### src/source/predecode_pkg.sv
//--------------------------------------------------------------------------
// RV32 pre-decode definitions
// Major opcodes, the two views of an instruction word, the decode result
// and the APB register map
//--------------------------------------------------------------------------
package predecode_pkg;

    parameter int xlen = 32;

    //----------------------------------------------------------------------
    // Major opcodes
    //----------------------------------------------------------------------
    localparam logic [6:0] OP_IMM   = 7'b0010011;
    localparam logic [6:0] OP       = 7'b0110011;
    localparam logic [6:0] LUI      = 7'b0110111;
    localparam logic [6:0] AUIPC    = 7'b0010111;
    localparam logic [6:0] JAL      = 7'b1101111;
    localparam logic [6:0] JALR     = 7'b1100111;
    localparam logic [6:0] BRANCH   = 7'b1100011;
    localparam logic [6:0] LOAD     = 7'b0000011;
    localparam logic [6:0] STORE    = 7'b0100011;
    localparam logic [6:0] SYSTEM   = 7'b1110011;
    localparam logic [6:0] MISC_MEM = 7'b0001111;

    // M extension marker in funct7
    localparam logic [6:0] FUNCT7_MULDIV = 7'b0000001;

    //----------------------------------------------------------------------
    // Instruction word views
    //----------------------------------------------------------------------

    // Register-register format
    typedef struct packed {
        logic [6:0] funct7;
        logic [4:0] rs2;
        logic [4:0] rs1;
        logic [2:0] funct3;
        logic [4:0] rd;
        logic [6:0] opcode;
    } instr_r_t;

    // Immediate format
    typedef struct packed {
        logic [11:0] imm12;
        logic [4:0]  rs1;
        logic [2:0]  funct3;
        logic [4:0]  rd;
        logic [6:0]  opcode;
    } instr_i_t;

    typedef union packed {
        instr_r_t rtype;
        instr_i_t itype;
    } instr_u;

    //----------------------------------------------------------------------
    // Decode result
    //----------------------------------------------------------------------
    typedef struct packed {
        logic       exec;
        logic       lsu;
        logic       branch;
        logic       mul;
        logic       div;
        logic       csr;
        logic       invalid;
        logic       rd_valid;
        logic [4:0] rd;
        // Always zero
        logic       spare;
    } decode_t;

    //----------------------------------------------------------------------
    // APB register map
    //----------------------------------------------------------------------

    // Write only, pushes one instruction word
    localparam logic [xlen-1:0] ADDR_INSTR = 'h0;
    // Read only, queue occupancy
    localparam logic [xlen-1:0] ADDR_LEVEL = 'h4;

endpackage

### src/source/apb_instr_intake.sv
//--------------------------------------------------------------------------
// APB3 intake for instruction words
// Pushes written words into the queue, stalls while it is full and
// reports the queue level
//--------------------------------------------------------------------------
`timescale 1ns/1ps

module apb_instr_intake #(
    parameter int DEPTH = 4
)(
     input  logic                             clk_i
    ,input  logic                             rst_i

    // APB slave
    ,input  logic                             psel_i
    ,input  logic                             penable_i
    ,input  logic                             pwrite_i
    ,input  logic [predecode_pkg::xlen-1:0]   paddr_i
    ,input  logic [predecode_pkg::xlen-1:0]   pwdata_i
    ,output logic [predecode_pkg::xlen-1:0]   prdata_o
    ,output logic                             pready_o
    ,output logic                             pslverr_o

    // Queue side
    ,output logic                             push_o
    ,output predecode_pkg::instr_u            push_data_o
    ,input  logic                             full_i
    ,input  logic [$clog2(DEPTH+1)-1:0]       level_i
);
    import predecode_pkg::*;

    logic            access_w;
    logic            done_w;
    logic            wr_instr_w;
    logic            rd_level_w;
    logic            pready_q;
    logic            pslverr_q;
    logic [xlen-1:0] prdata_q;

    assign access_w   = psel_i && penable_i;
    assign done_w     = access_w && pready_q;

    // Address decode
    assign wr_instr_w = pwrite_i && (paddr_i == ADDR_INSTR);
    assign rd_level_w = !pwrite_i && (paddr_i == ADDR_LEVEL);

    //----------------------------------------------------------------------
    // Response
    //----------------------------------------------------------------------

    // Prepared one cycle ahead, in setup or while waiting in access
    always_ff @(posedge clk_i) begin
        if (rst_i) begin
            pready_q  <= 1'b0;
            pslverr_q <= 1'b0;
        end else if (done_w) begin
            pready_q  <= 1'b0;
            pslverr_q <= 1'b0;
        end else if (psel_i) begin
            // Writes hold off until the queue has room
            pready_q  <= !(wr_instr_w && full_i);
            pslverr_q <= !(wr_instr_w || rd_level_w);
        end
    end

    always_ff @(posedge clk_i) begin
        if (psel_i && !done_w) begin
            prdata_q <= rd_level_w ? xlen'(level_i) : '0;
        end
    end

    assign pready_o  = pready_q;
    assign pslverr_o = pslverr_q;
    assign prdata_o  = prdata_q;

    // Push on the completing edge of the access phase
    assign push_o      = done_w && wr_instr_w;
    assign push_data_o = pwdata_i;

endmodule

### src/source/instr_fifo.sv
//--------------------------------------------------------------------------
// Instruction word queue
// Circular buffer with first-word fall-through at the head
//--------------------------------------------------------------------------
`timescale 1ns/1ps

module instr_fifo #(
    parameter int DEPTH = 4
)(
     input  logic                             clk_i
    ,input  logic                             rst_i

    ,input  logic                             push_i
    ,input  predecode_pkg::instr_u            push_data_i
    ,input  logic                             pop_i
    ,output predecode_pkg::instr_u            pop_data_o

    ,output logic                             empty_o
    ,output logic                             full_o
    ,output logic [$clog2(DEPTH+1)-1:0]       level_o
);
    import predecode_pkg::*;

    localparam int AW = (DEPTH > 1) ? $clog2(DEPTH) : 1;
    localparam int LW = $clog2(DEPTH + 1);

    instr_u        mem_q [DEPTH];
    logic [AW-1:0] wr_ptr_q;
    logic [AW-1:0] rd_ptr_q;
    logic [LW-1:0] count_q;
    logic          do_push_w;
    logic          do_pop_w;

    // Pointer increment with wrap for any depth
    function automatic logic [AW-1:0] ptr_next(input logic [AW-1:0] ptr);
        return (ptr == AW'(DEPTH - 1)) ? '0 : ptr + 1'b1;
    endfunction

    assign empty_o = (count_q == '0);
    assign full_o  = (count_q == LW'(DEPTH));
    assign level_o = count_q;

    assign do_pop_w  = pop_i && !empty_o;
    // A full queue still takes a push when the head leaves this cycle
    assign do_push_w = push_i && (!full_o || do_pop_w);

    assign pop_data_o = mem_q[rd_ptr_q];

    always_ff @(posedge clk_i) begin
        if (do_push_w) begin
            mem_q[wr_ptr_q] <= push_data_i;
        end
    end

    //----------------------------------------------------------------------
    // Pointers and occupancy
    //----------------------------------------------------------------------
    always_ff @(posedge clk_i) begin
        if (rst_i) begin
            wr_ptr_q <= '0;
            rd_ptr_q <= '0;
            count_q  <= '0;
        end else begin
            if (do_push_w) begin
                wr_ptr_q <= ptr_next(wr_ptr_q);
            end
            if (do_pop_w) begin
                rd_ptr_q <= ptr_next(rd_ptr_q);
            end
            case ({do_push_w, do_pop_w})
                2'b10:   count_q <= count_q + 1'b1;
                2'b01:   count_q <= count_q - 1'b1;
                default: ;
            endcase
        end
    end

endmodule

### src/source/instr_classifier.sv
//--------------------------------------------------------------------------
// Instruction classifier
// Pops words from the queue, sorts them into execution classes and
// holds one result for a valid/ready consumer
//--------------------------------------------------------------------------
`timescale 1ns/1ps

module instr_classifier #(
    parameter bit SUPPORT_MULDIV = 1'b1
)(
     input  logic                    clk_i
    ,input  logic                    rst_i

    // Queue head
    ,input  logic                    empty_i
    ,input  predecode_pkg::instr_u   instr_i
    ,output logic                    pop_o

    // Result
    ,output logic                    dec_valid_o
    ,output predecode_pkg::decode_t  dec_o
    ,input  logic                    dec_ready_i
);
    import predecode_pkg::*;

    // SYSTEM encodings with funct3 of zero
    localparam logic [11:0] IMM_ECALL     = 12'h000;
    localparam logic [11:0] IMM_EBREAK    = 12'h001;
    localparam logic [11:0] IMM_WFI       = 12'h105;
    localparam logic [11:0] IMM_MRET      = 12'h302;
    localparam logic [6:0]  FUNCT7_SFENCE = 7'b0001001;
    // SUB, SRA, SRAI
    localparam logic [6:0]  FUNCT7_ALT    = 7'b0100000;

    instr_r_t rv_w;
    instr_i_t iv_w;
    logic     exec_w;
    logic     lsu_w;
    logic     branch_w;
    logic     mul_w;
    logic     div_w;
    logic     sys_w;
    logic     rd_wr_w;
    logic     invalid_w;
    decode_t  dec_d;
    decode_t  dec_q;
    logic     valid_q;

    assign rv_w = instr_i.rtype;
    assign iv_w = instr_i.itype;

    //----------------------------------------------------------------------
    // Classification
    //----------------------------------------------------------------------
    always_comb begin
        exec_w   = 1'b0;
        lsu_w    = 1'b0;
        branch_w = 1'b0;
        mul_w    = 1'b0;
        div_w    = 1'b0;
        sys_w    = 1'b0;
        rd_wr_w  = 1'b0;
        case (rv_w.opcode)
            OP_IMM: begin
                // Shift amounts leave funct7 for the shift type
                case (rv_w.funct3)
                    3'b001:  exec_w = (rv_w.funct7 == 7'h00);
                    3'b101:  exec_w = (rv_w.funct7 == 7'h00) || (rv_w.funct7 == FUNCT7_ALT);
                    default: exec_w = 1'b1;
                endcase
                rd_wr_w = exec_w;
            end
            OP: begin
                if (rv_w.funct7 == 7'h00) begin
                    exec_w = 1'b1;
                end else if (rv_w.funct7 == FUNCT7_ALT) begin
                    exec_w = (rv_w.funct3 == 3'b000) || (rv_w.funct3 == 3'b101);
                end else if (SUPPORT_MULDIV && (rv_w.funct7 == FUNCT7_MULDIV)) begin
                    // funct3[2] splits MUL* from DIV/REM
                    mul_w = !rv_w.funct3[2];
                    div_w = rv_w.funct3[2];
                end
                rd_wr_w = exec_w || mul_w || div_w;
            end
            LUI, AUIPC: begin
                exec_w  = 1'b1;
                rd_wr_w = 1'b1;
            end
            JAL: begin
                branch_w = 1'b1;
                rd_wr_w  = 1'b1;
            end
            JALR: begin
                branch_w = (rv_w.funct3 == 3'b000);
                rd_wr_w  = branch_w;
            end
            BRANCH: begin
                branch_w = (rv_w.funct3[2:1] != 2'b01);
            end
            LOAD: begin
                // No LD and no encoding 111 on RV32
                lsu_w   = (rv_w.funct3[1:0] != 2'b11);
                rd_wr_w = lsu_w;
            end
            STORE: begin
                lsu_w = !rv_w.funct3[2] && (rv_w.funct3[1:0] != 2'b11);
            end
            MISC_MEM: begin
                // FENCE and FENCE.I
                sys_w = (rv_w.funct3[2:1] == 2'b00);
            end
            SYSTEM: begin
                if (iv_w.funct3 == 3'b000) begin
                    sys_w = ((iv_w.rd == 5'd0) && (iv_w.rs1 == 5'd0) &&
                             (iv_w.imm12 inside {IMM_ECALL, IMM_EBREAK, IMM_WFI, IMM_MRET}))
                            || ((rv_w.funct7 == FUNCT7_SFENCE) && (rv_w.rd == 5'd0));
                end else if (iv_w.funct3 != 3'b100) begin
                    // CSRRW/S/C and immediate forms
                    sys_w   = 1'b1;
                    rd_wr_w = 1'b1;
                end
            end
            default: ;
        endcase
        invalid_w = !(exec_w || lsu_w || branch_w || mul_w || div_w || sys_w);
    end

    always_comb begin
        dec_d          = '0;
        dec_d.exec     = exec_w;
        dec_d.lsu      = lsu_w;
        dec_d.branch   = branch_w;
        dec_d.mul      = mul_w;
        dec_d.div      = div_w;
        // Illegal words trap through the CSR unit
        dec_d.csr      = sys_w || invalid_w;
        dec_d.invalid  = invalid_w;
        dec_d.rd_valid = rd_wr_w;
        dec_d.rd       = rd_wr_w ? rv_w.rd : 5'd0;
    end

    //----------------------------------------------------------------------
    // Output register
    //----------------------------------------------------------------------

    // Take a new word when the slot is free or draining this cycle
    assign pop_o = !empty_i && (!valid_q || dec_ready_i);

    always_ff @(posedge clk_i) begin
        if (rst_i) begin
            valid_q <= 1'b0;
        end else if (pop_o) begin
            valid_q <= 1'b1;
        end else if (dec_ready_i) begin
            valid_q <= 1'b0;
        end
    end

    always_ff @(posedge clk_i) begin
        if (pop_o) begin
            dec_q <= dec_d;
        end
    end

    assign dec_valid_o = valid_q;
    assign dec_o       = dec_q;

endmodule

### src/source/predecode_top.sv
//--------------------------------------------------------------------------
// Instruction pre-decode unit
// APB intake, instruction queue and classifier
//--------------------------------------------------------------------------
`timescale 1ns/1ps

module predecode_top #(
    parameter int DEPTH          = 4
   ,parameter bit SUPPORT_MULDIV = 1'b1
)(
     input  logic                             clk_i
    ,input  logic                             rst_i

    // APB slave
    ,input  logic                             psel_i
    ,input  logic                             penable_i
    ,input  logic                             pwrite_i
    ,input  logic [predecode_pkg::xlen-1:0]   paddr_i
    ,input  logic [predecode_pkg::xlen-1:0]   pwdata_i
    ,output logic [predecode_pkg::xlen-1:0]   prdata_o
    ,output logic                             pready_o
    ,output logic                             pslverr_o

    // Decode result
    ,output logic                             dec_valid_o
    ,output predecode_pkg::decode_t           dec_o
    ,input  logic                             dec_ready_i
);
    import predecode_pkg::*;

    logic                       push_w;
    instr_u                     push_data_w;
    logic                       full_w;
    logic [$clog2(DEPTH+1)-1:0] level_w;
    logic                       pop_w;
    logic                       empty_w;
    instr_u                     pop_data_w;

    apb_instr_intake #(
        .DEPTH (DEPTH)
    ) u_intake (
         .clk_i       (clk_i)
        ,.rst_i       (rst_i)
        ,.psel_i      (psel_i)
        ,.penable_i   (penable_i)
        ,.pwrite_i    (pwrite_i)
        ,.paddr_i     (paddr_i)
        ,.pwdata_i    (pwdata_i)
        ,.prdata_o    (prdata_o)
        ,.pready_o    (pready_o)
        ,.pslverr_o   (pslverr_o)
        ,.push_o      (push_w)
        ,.push_data_o (push_data_w)
        ,.full_i      (full_w)
        ,.level_i     (level_w)
    );

    instr_fifo #(
        .DEPTH (DEPTH)
    ) u_fifo (
         .clk_i       (clk_i)
        ,.rst_i       (rst_i)
        ,.push_i      (push_w)
        ,.push_data_i (push_data_w)
        ,.pop_i       (pop_w)
        ,.pop_data_o  (pop_data_w)
        ,.empty_o     (empty_w)
        ,.full_o      (full_w)
        ,.level_o     (level_w)
    );

    instr_classifier #(
        .SUPPORT_MULDIV (SUPPORT_MULDIV)
    ) u_classifier (
         .clk_i       (clk_i)
        ,.rst_i       (rst_i)
        ,.empty_i     (empty_w)
        ,.instr_i     (pop_data_w)
        ,.pop_o       (pop_w)
        ,.dec_valid_o (dec_valid_o)
        ,.dec_o       (dec_o)
        ,.dec_ready_i (dec_ready_i)
    );

endmodule

### config.mk
export PLATFORM = sky130hd
export DESIGN_NAME = predecode_top
export DESIGN_NICKNAME = d
export VERILOG_FILES = /design/src/source/predecode_pkg.sv /design/src/source/apb_instr_intake.sv /design/src/source/instr_fifo.sv /design/src/source/instr_classifier.sv /design/src/source/predecode_top.sv
export SDC_FILE = /design/constraint.sdc
export NUM_CORES = 1
export LEC_CHECK = 0
export BUFFER_PORTS_ARGS = -buffer_cell sky130_fd_sc_hd__buf_2
export CAP_MARGIN = 20
export CELL_PAD_IN_SITES_DETAIL_PLACEMENT = 1
export CELL_PAD_IN_SITES_GLOBAL_PLACEMENT = 1
export CORE_MARGIN = 3
export CORE_UTILIZATION = 40
export DETAILED_ROUTE_END_ITERATION = 8
export GPL_TIMING_DRIVEN = 0
export PLACE_DENSITY_LB_ADDON = 0.1
export SKIP_LAST_GASP = 1
export SLEW_MARGIN = 25
export SYNTH_ARGS = -nofsm -noshare
export SYNTH_HDL_FRONTEND = slang
export SYNTH_HIERARCHICAL = 1
export SYNTH_SLANG_ARGS = --single-unit
### constraint.sdc
create_clock -name clk_i -period 3.42 [get_ports clk_i]
set_input_delay 0.684 -clock clk_i [delete_from_list [all_inputs] [get_ports clk_i]]
set_output_delay 0.684 -clock clk_i [all_outputs]
set_load 0.05 [all_outputs]
# Word-level counts from Yosys, hierarchy flattened
# Memories as Yosys holds them, arrays and structs flattened. A register that Yosys moved wholly into a read port is not among the register bits.
# Index checks and enable logic that the tools add are counted.
[totals] ff_bits=55 latch_bits=0 ramBits=128 mem_bits_ro=0 in_bits=70 output_inout_bits=49 wordCells=132 mem_count=1
[memory_table] name="u_fifo.mem_q" depth=4 word_bits=32 rd=1 rd_ports_with_merged_regs=1 write_ports=1 line="instr_fifo.sv:27" rtl="instr_u mem_q [DEPTH];"
[op_classes] n_addsub=4 mul=0 div_mod_pow=0 magnitude_cmp=0 eq_ne=28 n_shift=0 muxes=31 n_bitwise=0 reduce_logical=51
[ops] operator="32-bit by 3-bit == test with 1-bit output, second input constant" count=1
[ops] operator="32-bit logical NOT" count=1
[ops] operator="7-bit by 6-bit == test with 1-bit output, second input constant" count=4
[ops] operator="7-bit == test, second input constant" count=4
[ops] operator="1-bit two-way mux" count=20
[ops] operator="7-bit by 4-bit == test with 1-bit output, second input constant" count=2
[ops] operator="7-bit by 5-bit == test with 1-bit output, second input constant" count=2
[ops] operator="1-bit logical AND" count=14
[ops] operator="1-bit logical OR" count=14
[ops] operator="12-bit by 1-bit == test with 1-bit output, second input constant" count=1
[ops] operator="12-bit by 10-bit == test with 1-bit output, second input constant" count=1
[ops] operator="12-bit by 9-bit == test with 1-bit output, second input constant" count=1
[ops] operator="12-bit logical NOT" count=1
[ops] operator="5-bit logical NOT" count=2
[ops] operator="1-bit logical NOT" count=9
[ops] operator="2-bit two-way mux" count=4
[ops] operator="7-bit by 1-bit == test with 1-bit output, second input constant" count=1
[ops] operator="7-bit by 2-bit == test with 1-bit output, second input constant" count=1
[ops] operator="7-bit logical NOT" count=1
[ops] operator="2-bit == test, second input constant" count=3
[ops] operator="3-bit == test, second input constant" count=2
[ops] operator="3-bit logical NOT" count=2
[ops] operator="1-bit case mux with 2 select lines" count=3
[ops] operator="1-bit case mux with 3 select lines" count=2
[ops] operator="15 further kinds" count=18

# Depth between registers and ports, before layout
# Gate-level depths: netlist of run 1.
[depth] depth_word=13 depth_mapped=11 depth_no_buf=10

# Hierarchy
# Netlist of run 1, hierarchy kept.
[by_module_without_submodules] mod="instr_fifo" instances=1 cells_each=226 area_per_inst_um2=5139.9 seq_area_each_um2=4023.9
[by_module_without_submodules] mod="instr_classifier" instances=1 cells_each=86 area_per_inst_um2=902.1 seq_area_each_um2=410.4
[by_module_without_submodules] mod="apb_instr_intake" instances=1 cells_each=92 area_per_inst_um2=752.0 seq_area_each_um2=130.1

# Worst setup path after synthesis of run 1
# OpenSTA, ideal clock, no wires.
[synth_timing] path_kind="in2reg" start="input port dec_ready_i" end="register u_fifo.count_q[2], in the netlist u_fifo/level_o[2]" setup_ns=0.123 arrival_ns=3.223 required_time_ns=3.297 setup_slack_ns=0.074 path_stages=9 path_cell_list="nand2b_1 > nor2b_1 > o31ai_2 > or2_2 > fa_1 > inv_1 > nor3_1 > a31oi_1 > mux2_1"
[synth_via] elab_chain_cells=7 elab_cells_between_ends=9
[synth_rtl] element="start, declared" line="predecode_top.sv:27" rtl=",input logic dec_ready_i"
[synth_rtl] element="1-bit logical OR *" line="instr_classifier.sv:147" rtl="assign pop_o = !empty_i && (!valid_q || dec_ready_i);"
[synth_rtl] element="1-bit logical AND *" line="instr_classifier.sv:147"
[synth_rtl] element="via pop_w" line="predecode_top.sv:35" rtl="logic pop_w;"
[synth_rtl] element="1-bit logical AND *" line="instr_fifo.sv:43" rtl="assign do_pop_w = pop_i && !empty_o;"
[synth_rtl] element="1-bit logical OR" line="instr_fifo.sv:45" rtl="assign do_push_w = push_i && (!full_o || do_pop_w);"
[synth_rtl] element="1-bit logical AND" line="instr_fifo.sv:45"
[synth_rtl] element="2-bit by 1-bit == test with 1-bit output / 2-bit == test (equally long branches)" line="instr_fifo.sv:70" rtl="case ({do_push_w, do_pop_w})"
[synth_rtl] element="3-bit case mux with 2 select lines / 2-bit nonzero test (equally long branches)"
[synth_rtl] element="end signal, assigned" line="instr_fifo.sv:71" rtl="2'b10: count_q <= count_q + 1'b1;"
[synth_rtl] element="end signal, assigned" line="instr_fifo.sv:72" rtl="2'b01: count_q <= count_q - 1'b1;"
[synth_rtl] element="end, declared" line="instr_fifo.sv:30" rtl="logic [LW-1:0] count_q;"
# The timed path passes the listed nets; every way through them passes the cells marked *.
# A chain may end at the register's enable or synchronous reset.

==> run summary, run 1 <==
===========================================================================================
Run status                                                                     complete, no violations
Reg2Reg Depth                                                                             7
Finished Layout Cells                                                                   745
Power density of the placed cells                                                512 nW/µm²
Number of placement rows                                                                 47
P&R area growth vs syn                                                                20.0%
Library cell with the largest summed area after synthesis                          edfxtp_1
Hold Path Sink                                                                 u_classifier/dec_valid_o$_SDFFE_PP0P_
Hold path cells                                                                           2
Initial cell density of the core                                                      41.0%
Number of synthesized register bits                                                     156
Final Slew Violations                                                                     0
Ratio of final minimum period to clock period                                         91.4%
Maximum fanout along the worst path                                                      10
Main flop type after synthesis                                                     edfxtp_1
Wire length of the first global-routing pass                                      20,500 µm
Synth Instances                                                                         404
Number of design-rule violations left by the first detailed-router iteration            159
Synthesized area                                                                   6790 µm²
Number of routed nets with antenna violations                                             0
Number of antenna violations at the first check in global routing                         0
All-Layer GR Usage                                                                    15.0%
Worst-path clk slew                                                                 0.06 ns
Clock latency on the worst-skew pair                                                0.42 ns
Setup TNS                                                                              0 ns
Worst hold start                                                                      rst_i
Number of H-tree levels                                                                   4
Library cells used by synthesis                                                          56
Final-report hold violation count                                                         0
Required time of the worst setup path                                               3.58 ns
Mean number of vias per cell                                                           4.87
Net count, final                                                                        588
Fin crit period                                                                     3.13 ns
Core Region                                                                      16,600 µm²
Crit start category                                                               flip-flop
Synth top area cells                                                           edfxtp_1 (64%), mux4_2 (11%), buf_4 (7.0%)
Path category of the worst min-delay check                                           in2reg
Met3 Wirelength                                                                      711 µm
Filler instances                                                                      1,619
Synth async-reset ratio                                                                  0%
Post-layout power                                                                 0.00418 W
Reg-to-reg endpoint                                                            u_classifier/dec_o[7]$_DFFE_PP_
Chip Width                                                                           136 µm
Iteration count of the initial detailed-routing pass                                      4
Total wire length                                                                 13,300 µm
Max-Slew Margin vs Limit                                                              56.9%
Number of top-level design ports                                                        119
# resized after CTS                                                                       0
Type of destination of the critical path                                          flip-flop
Vias in the first global route                                                        3,821
Largest net degree at the start of global routing                                        23
Count of maximum capacitance violations                                                   0
Clock tree root driver cell                                                       clkbuf_16
Number of failing setup endpoints in the final timing report                              0
Crit path arrival time                                                              3.29 ns
Post-cts hold buffer count                                                                0
Chip height                                                                          136 µm
M1 wire length                                                                      5420 µm
Placed Cells                                                                            713
Die ar.                                                                          18,600 µm²
Sequential fraction of the synthesis area                                             67.2%
Category of the critical setup timing path                                          reg2reg
Number of buffers created by CTS                                                         17
Number of antenna diodes                                                                  0
Post-Route Skew                                                                  0.00745 ns
Setup slack on the worst flop-to-flop path                                          0.29 ns
Top layer in use                                                                       met4
Total met2 wirelength after detailed routing                                        7020 µm
# DRC                                                                                     0
Top cell type's share of synthesized area                                             63.6%
Number of flops mapped to enable cells by yosys                                         144
Count of clock tree sinks                                                               156
Final RePlAce weighted congestion                                                     0.708
Highest achievable clock rate                                                       320 MHz
GRT overflow                                                                              0
Placed wire-length estimate after detailed placement                                9100 µm
IR drop worst, VDD                                                                   411 µV
Unrepaired setup endpoints after global routing                                       false
Tightest Pin Transition                                                            0.646 ns
Number of port buffers                                                                   56
Post-Synthesis Mean Instance Area                                                  16.8 µm²
Leakage power total                                                                 2.94 nW
Vias                                                                                  3,630
Ratio of cells with drive above 1 in the final layout                                 40.8%
Number of buffers on the longest clock path                                               2
# Post-CTS Setup Buffers                                                                  0
Synth warnings                                                                            6
CTS tree                                                                                yes
Avg WL per Cell                                                                     17.8 µm
===========================================================================================
[critical path, cell delays in order (launching register included)]
cell and delay (ns):
dfxtp_1 0.46, buf_1 0.53, mux4_2 0.46, or3_1 0.44
nor4b_2 0.42, and4_4 0.34, nor4_4 0.06, nor3b_2 0.16
[synthesized netlist by cell type, types with 3 or more instances]
library cell	number
nand4_1	4
ha_1	5
inv_1	8
a21oi_1	6
nor3_1	6
nor2_1	13
buf_2	6
nor3b_2	3
nor2b_1	14
mux4_2	32
xor2_1	3
nor4_1	7
and2_1	5
and3_1	8
nand2_1	3
o21ai_0	7
buf_4	63
or3_1	4
edfxtp_1	144
nand3_1	4
mux2i_1	3
dfxtp_1	12
[cell families after synthesis]
| family | synth area share [%] |
|---|---|
| adders and majority gates | 1.22 |
| AOI/OAI and AO/OA | 3.17 |
| and+or+nand+nor | 8.49 |
| DFF | 67.2 |
| muxes | 11.2 |
| other | 0.111 |
| buffers and inverters | 8.23 |
| xor gates and xnor gates | 0.387 |
[per-stage QoR]
step | cell area (µm²) | util, % | worst slack [ns] | hold WS (ns)
floorplan | 6900 | - | 0.0736 | 0.495
global placement | 7450 | 45.0 | -1.09 | 0.472
detailed placement | 7550 | 45.5 | 0.173 | 0.498
CTS | 8150 | 49.2 | 0.247 | 0.428
global route | 8150 | 49.2 | 0.113 | 0.432
finish | 8150 | 49.2 | 0.293 | 0.450
[cells in the final DEF (no fill, tap or decap), types with 4 or more instances in the layout]
cell,Yosys,routed
ha_1,5,5
and2_2,0,4
and3_1,8,8
buf_2,6,62
mux4_2,32,32
o21ai_0,7,7
clkinvlp_4,0,4
dfxtp_1,12,12
edfxtp_1,144,144
nor2_1,13,13
or3_1,4,4
buf_4,63,63
conb_1,2,30
nor3_1,6,6
nor4_1,7,7
nor2b_1,14,13
nand4_1,4,4
a21oi_1,6,6
inv_1,8,8
buf_12,0,4
nand3_1,4,4
clkbuf_16,0,17
[state kept, by name (all words and copies together) (netlist names), named ones only]
signal	count
u_intake/prdata_o	3
u_fifo/level_o	3
u_fifo/rd_ptr_q	2
u_classifier/dec_o	13
u_classifier/dec_valid_o	1
u_fifo/wr_ptr_q	2
u_intake/pready_o	1
u_fifo/mem_q	128
u_intake/pslverr_o	1
[per-layer routing]
metal | GRT usage (%) | vias to the layer above
met5 | 0 | -
met4 | 4.76 | 0
met3 | 4.59 | 10
met2 | 25.7 | 97
met1 | 18.2 | 1827
li1 | - | 1696
[worst max-delay path by stage]
stage                           start                         endpoint  slack [ns]  cells past startpoint
after global placement    dec_ready_i    u_fifo/mem_q[2][18]$_DFFE_PP_       -1.09                      6
after CTS                   flip-flop  u_classifier/dec_o[7]$_DFFE_PP_        0.25                      8
after detailed placement   paddr_i[7]    u_fifo/mem_q[0][18]$_DFFE_PP_        0.17                      9
final                       flip-flop  u_classifier/dec_o[7]$_DFFE_PP_        0.29                      7
after floorplan           dec_ready_i   u_fifo/level_o[2]$_SDFFE_PP0P_        0.07                      9
after global routing        flip-flop  u_classifier/dec_o[7]$_DFFE_PP_        0.11                      8
[cell type report]
type                    count  area, µm²  area share [%]
well taps                 220        275            3.38
flip-flops and latches    156       4560            56.0
inverters                   8       30.0           0.368
clock buffers              18        429            5.26
clock inverters            14        169            2.07
plain buffers              74        529            6.49
multi-input cells         194       1780            21.9
repair buffers             61        372            4.56
[report_power, final]
part           total, W  internal (W)  switching, W
clock           0.00190       0.00115      0.000754
sequential      0.00208       0.00208    0.00000144
combinational  0.000192     0.0000688      0.000123
total           0.00418       0.00330      0.000878
No activity file was read; power rests on OpenSTA's default activity.
==> inputs of run 2 (changes only) <==
--- a/config.mk
+++ b/config.mk
@@ -10,7 +10,7 @@
 export CELL_PAD_IN_SITES_DETAIL_PLACEMENT = 1
 export CELL_PAD_IN_SITES_GLOBAL_PLACEMENT = 1
 export CORE_MARGIN = 3
-export CORE_UTILIZATION = 40
+export CORE_UTILIZATION = 42
 export DETAILED_ROUTE_END_ITERATION = 8
 export GPL_TIMING_DRIVEN = 0
 export PLACE_DENSITY_LB_ADDON = 0.1
@@ -18,5 +18,4 @@
 export SLEW_MARGIN = 25
 export SYNTH_ARGS = -nofsm -noshare
 export SYNTH_HDL_FRONTEND = slang
-export SYNTH_HIERARCHICAL = 1
 export SYNTH_SLANG_ARGS = --single-unit
==> run 2 against run 1 <==
Effect of this change:
- sequential share of layout area increased by 1.2 points
- critical path depth grew 2
- first-iteration DRC count down 25%
==> run summary, run 2 <==
===========================================================================================
Chip height                                                                          130 µm
Die ar.                                                                          16,900 µm²
Met3 Wirelength                                                                      772 µm
Top cell types by occurrence after synthesis                                   edfxtp_1 (144), buf_4 (31), nor2_1 (27), mux4_2 (18)
Initial cell density of the core                                                      43.7%
Library cells used by synthesis                                                          59
Number of placement rows                                                                 44
Top-count cell post-synth                                                          edfxtp_1
Synth async-reset ratio                                                                  0%
Clock tree root driver cell                                                       clkbuf_16
Hold slack final                                                                   0.478 ns
Sequential fraction of the synthesis area                                             70.5%
Run status                                                                     complete, no violations
Number of buffers on the longest clock path                                               2
Number of routed nets with antenna violations                                             0
Maximum single-stage delay on the critical path                                     0.39 ns
Leakage power total                                                                 2.90 nW
Final-report hold violation count                                                         0
Critical path depth                                                                       9
Number of failing setup endpoints in the final timing report                              0
Required time of the worst setup path                                               3.57 ns
Top reg by flops                                                               u_fifo.mem_q
Type of destination of the critical path                                          flip-flop
Top cell type's share of synthesized area                                             66.8%
M1 wire length                                                                      5430 µm
Wire length of the first global-routing pass                                      19,300 µm
Reg-to-reg endpoint                                                            u_classifier.dec_o[7]$_DFFE_PP_
Final RePlAce weighted congestion                                                     0.733
Number of flops mapped to enable cells by yosys                                         144
Tightest Pin Transition                                                            0.531 ns
# resized after CTS                                                                       0
Max-Slew Margin vs Limit                                                              64.1%
Net count, final                                                                        591
Maximum fanout along the worst path                                                      10
Placed wire-length estimate after detailed placement                                9040 µm
Worst path top cell family by delay                                            buffers and inverters
Total wire length                                                                 12,700 µm
Cell area after layout                                                             7980 µm²
Top layer in use                                                                       met5
IR drop worst, VDD                                                                   341 µV
Count of clock tree sinks                                                               156
Post-Route Skew                                                                  0.00604 ns
Setup slack on the worst flop-to-flop path                                          0.58 ns
Main flop type after synthesis                                                     edfxtp_1
Placed Cells                                                                            679
All-Layer GR Usage                                                                    15.4%
Power density of the placed cells                                                707 nW/µm²
Cell area after placement                                                          7360 µm²
Category of the critical setup timing path                                          reg2reg
Number of buffers created by CTS                                                         17
Finished Layout Cells                                                                   711
Post-cts hold buffer count                                                                0
Core Region                                                                      14,800 µm²
# DRC                                                                                     0
CTS tree                                                                                yes
Buf+Inv Stages, Crit Path                                                                 3
Ratio of cells with drive above 1 in the final layout                                 38.0%
Synth top area cells                                                           edfxtp_1 (67%), mux4_2 (6.3%), dfxtp_1 (3.7%)
Critical path endpoint                                                         u_classifier.dec_o[7]$_DFFE_PP_
Avg WL per Cell                                                                     17.8 µm
Number of antenna diodes                                                                  0
Vias in the first global route                                                        3,731
Number of top-level design ports                                                        119
Flip-flop count of the largest register, all copies and words added                     128
Iteration count of the initial detailed-routing pass                                      4
Clock latency on the worst-skew pair                                                0.42 ns
Total met2 wirelength after detailed routing                                        6290 µm
Most numerous cell on the critical path                                               buf_2
Count of maximum capacitance violations                                                   0
P&R area growth vs syn                                                                23.4%
Synth warnings                                                                            0
Crit path arrival time                                                              2.99 ns
Unrepaired setup endpoints after global routing                                       false
Library cell with the largest summed area after synthesis                          edfxtp_1
Ratio of final minimum period to clock period                                         82.9%
Number of design-rule violations left by the first detailed-router iteration            119
CP cell instances                                                              buf_4 -> buf_2 -> buf_2 -> mux4_2 -> nor4_1 -> and4bb_1 -> o21ai_0 -> a21oi_1 -> nor4bb_4
Highest achievable clock rate                                                       353 MHz
Final Slew Violations                                                                     0
# Post-CTS Setup Buffers                                                                  0
Number of H-tree levels                                                                   4
Path category of the worst min-delay check                                           in2reg
Fin crit period                                                                     2.84 ns
Vias                                                                                  3,576
Number of port buffers                                                                   87
Number of antenna violations at the first check in global routing                         1
Slowest cell on the critical path                                                    mux4_2
Worst-path clk slew                                                                 0.06 ns
Commonest non-fill, non-tap cell in the layout                                     edfxtp_1
GRT overflow                                                                              0
Synthesized area                                                                   6470 µm²
Crit start category                                                               flip-flop
Most frequent cells in the layout                                              edfxtp_1 (144), buf_2 (89), buf_4 (31)
Number of synthesized register bits                                                     156
Largest net degree at the start of global routing                                        23
Chip Width                                                                           130 µm
Mean number of vias per cell                                                           5.03
Synth Instances                                                                         374
Post-Synthesis Mean Instance Area                                                  17.3 µm²
Reg2Reg Depth                                                                             9
===========================================================================================
[run 2: cells by family (layout without fill, tap and decap cells)]
group           count (synthesis)  in the layout  share of synthesized area, %
flops                         156            156                          70.5
simple gates                  100            100                          9.19
compound gates                 34             34                          4.76
xor+xnor                        2              2                         0.271
buf+inv                        47            171                          5.05
mux                            27             27                          8.66
fa+ha+maj                       7              7                          1.47
other cells                     1             30                        0.0580
[run 2: area by class of cell]
type | count | area (µm²)
fillers | 1429 | 6830
flip-flops and latches | 156 | 4560
multi-input cells | 200 | 1700
repair buffers | 92 | 542
clock buffers | 18 | 429
plain buffers | 37 | 289
well taps | 184 | 230
clock inverters | 14 | 193
inverters | 10 | 37.5
[run 2: metrics by stage]
step	total power (W)	setup TNS (ns)	setup slack [ns]	util, %
floorplan	0.00340	0	0.394	-
global placement	0.00370	-75.98	-0.613	48.9
detailed placement	0.00374	0	0.146	49.7
CTS	0.00570	0	0.522	53.9
global route	0.00588	0	0.336	53.9
finish	0.00565	0	0.583	53.9
[run 2: worst min-delay path by stage]
stage,end,cells past startpoint,slack [ns],start
final,u_fifo.mem_q[0][30]$_DFFE_PP_,1,0.48,pwdata_i[30]
after global placement,u_intake.pslverr_o$_SDFFE_PP0P_,2,0.47,u_intake.pslverr_o$_SDFFE_PP0P_
after floorplan,flip-flop,2,0.49,u_fifo.rd_ptr_q[1]$_SDFFE_PP0P_
after detailed placement,u_intake.pslverr_o$_SDFFE_PP0P_,2,0.48,u_intake.pslverr_o$_SDFFE_PP0P_
after CTS,u_fifo.mem_q[2][7]$_DFFE_PP_,1,0.46,pwdata_i[7]
after global routing,u_fifo.mem_q[3][5]$_DFFE_PP_,1,0.47,pwdata_i[5]
[run 2: metal layers]
layer  track usage, %  vias up
met1             18.9     1756
met5                0        -
met3             3.97       18
met4             6.48        2
li1                 -     1690
met2             26.1      110
[run 2: report_power, final]
group / internal, W / total, W / switching (W)
clock: 0.00122 / 0.00196 / 0.000739
combinational: 0.000512 / 0.00142 / 0.000908
sequential: 0.00222 / 0.00226 / 0.0000450
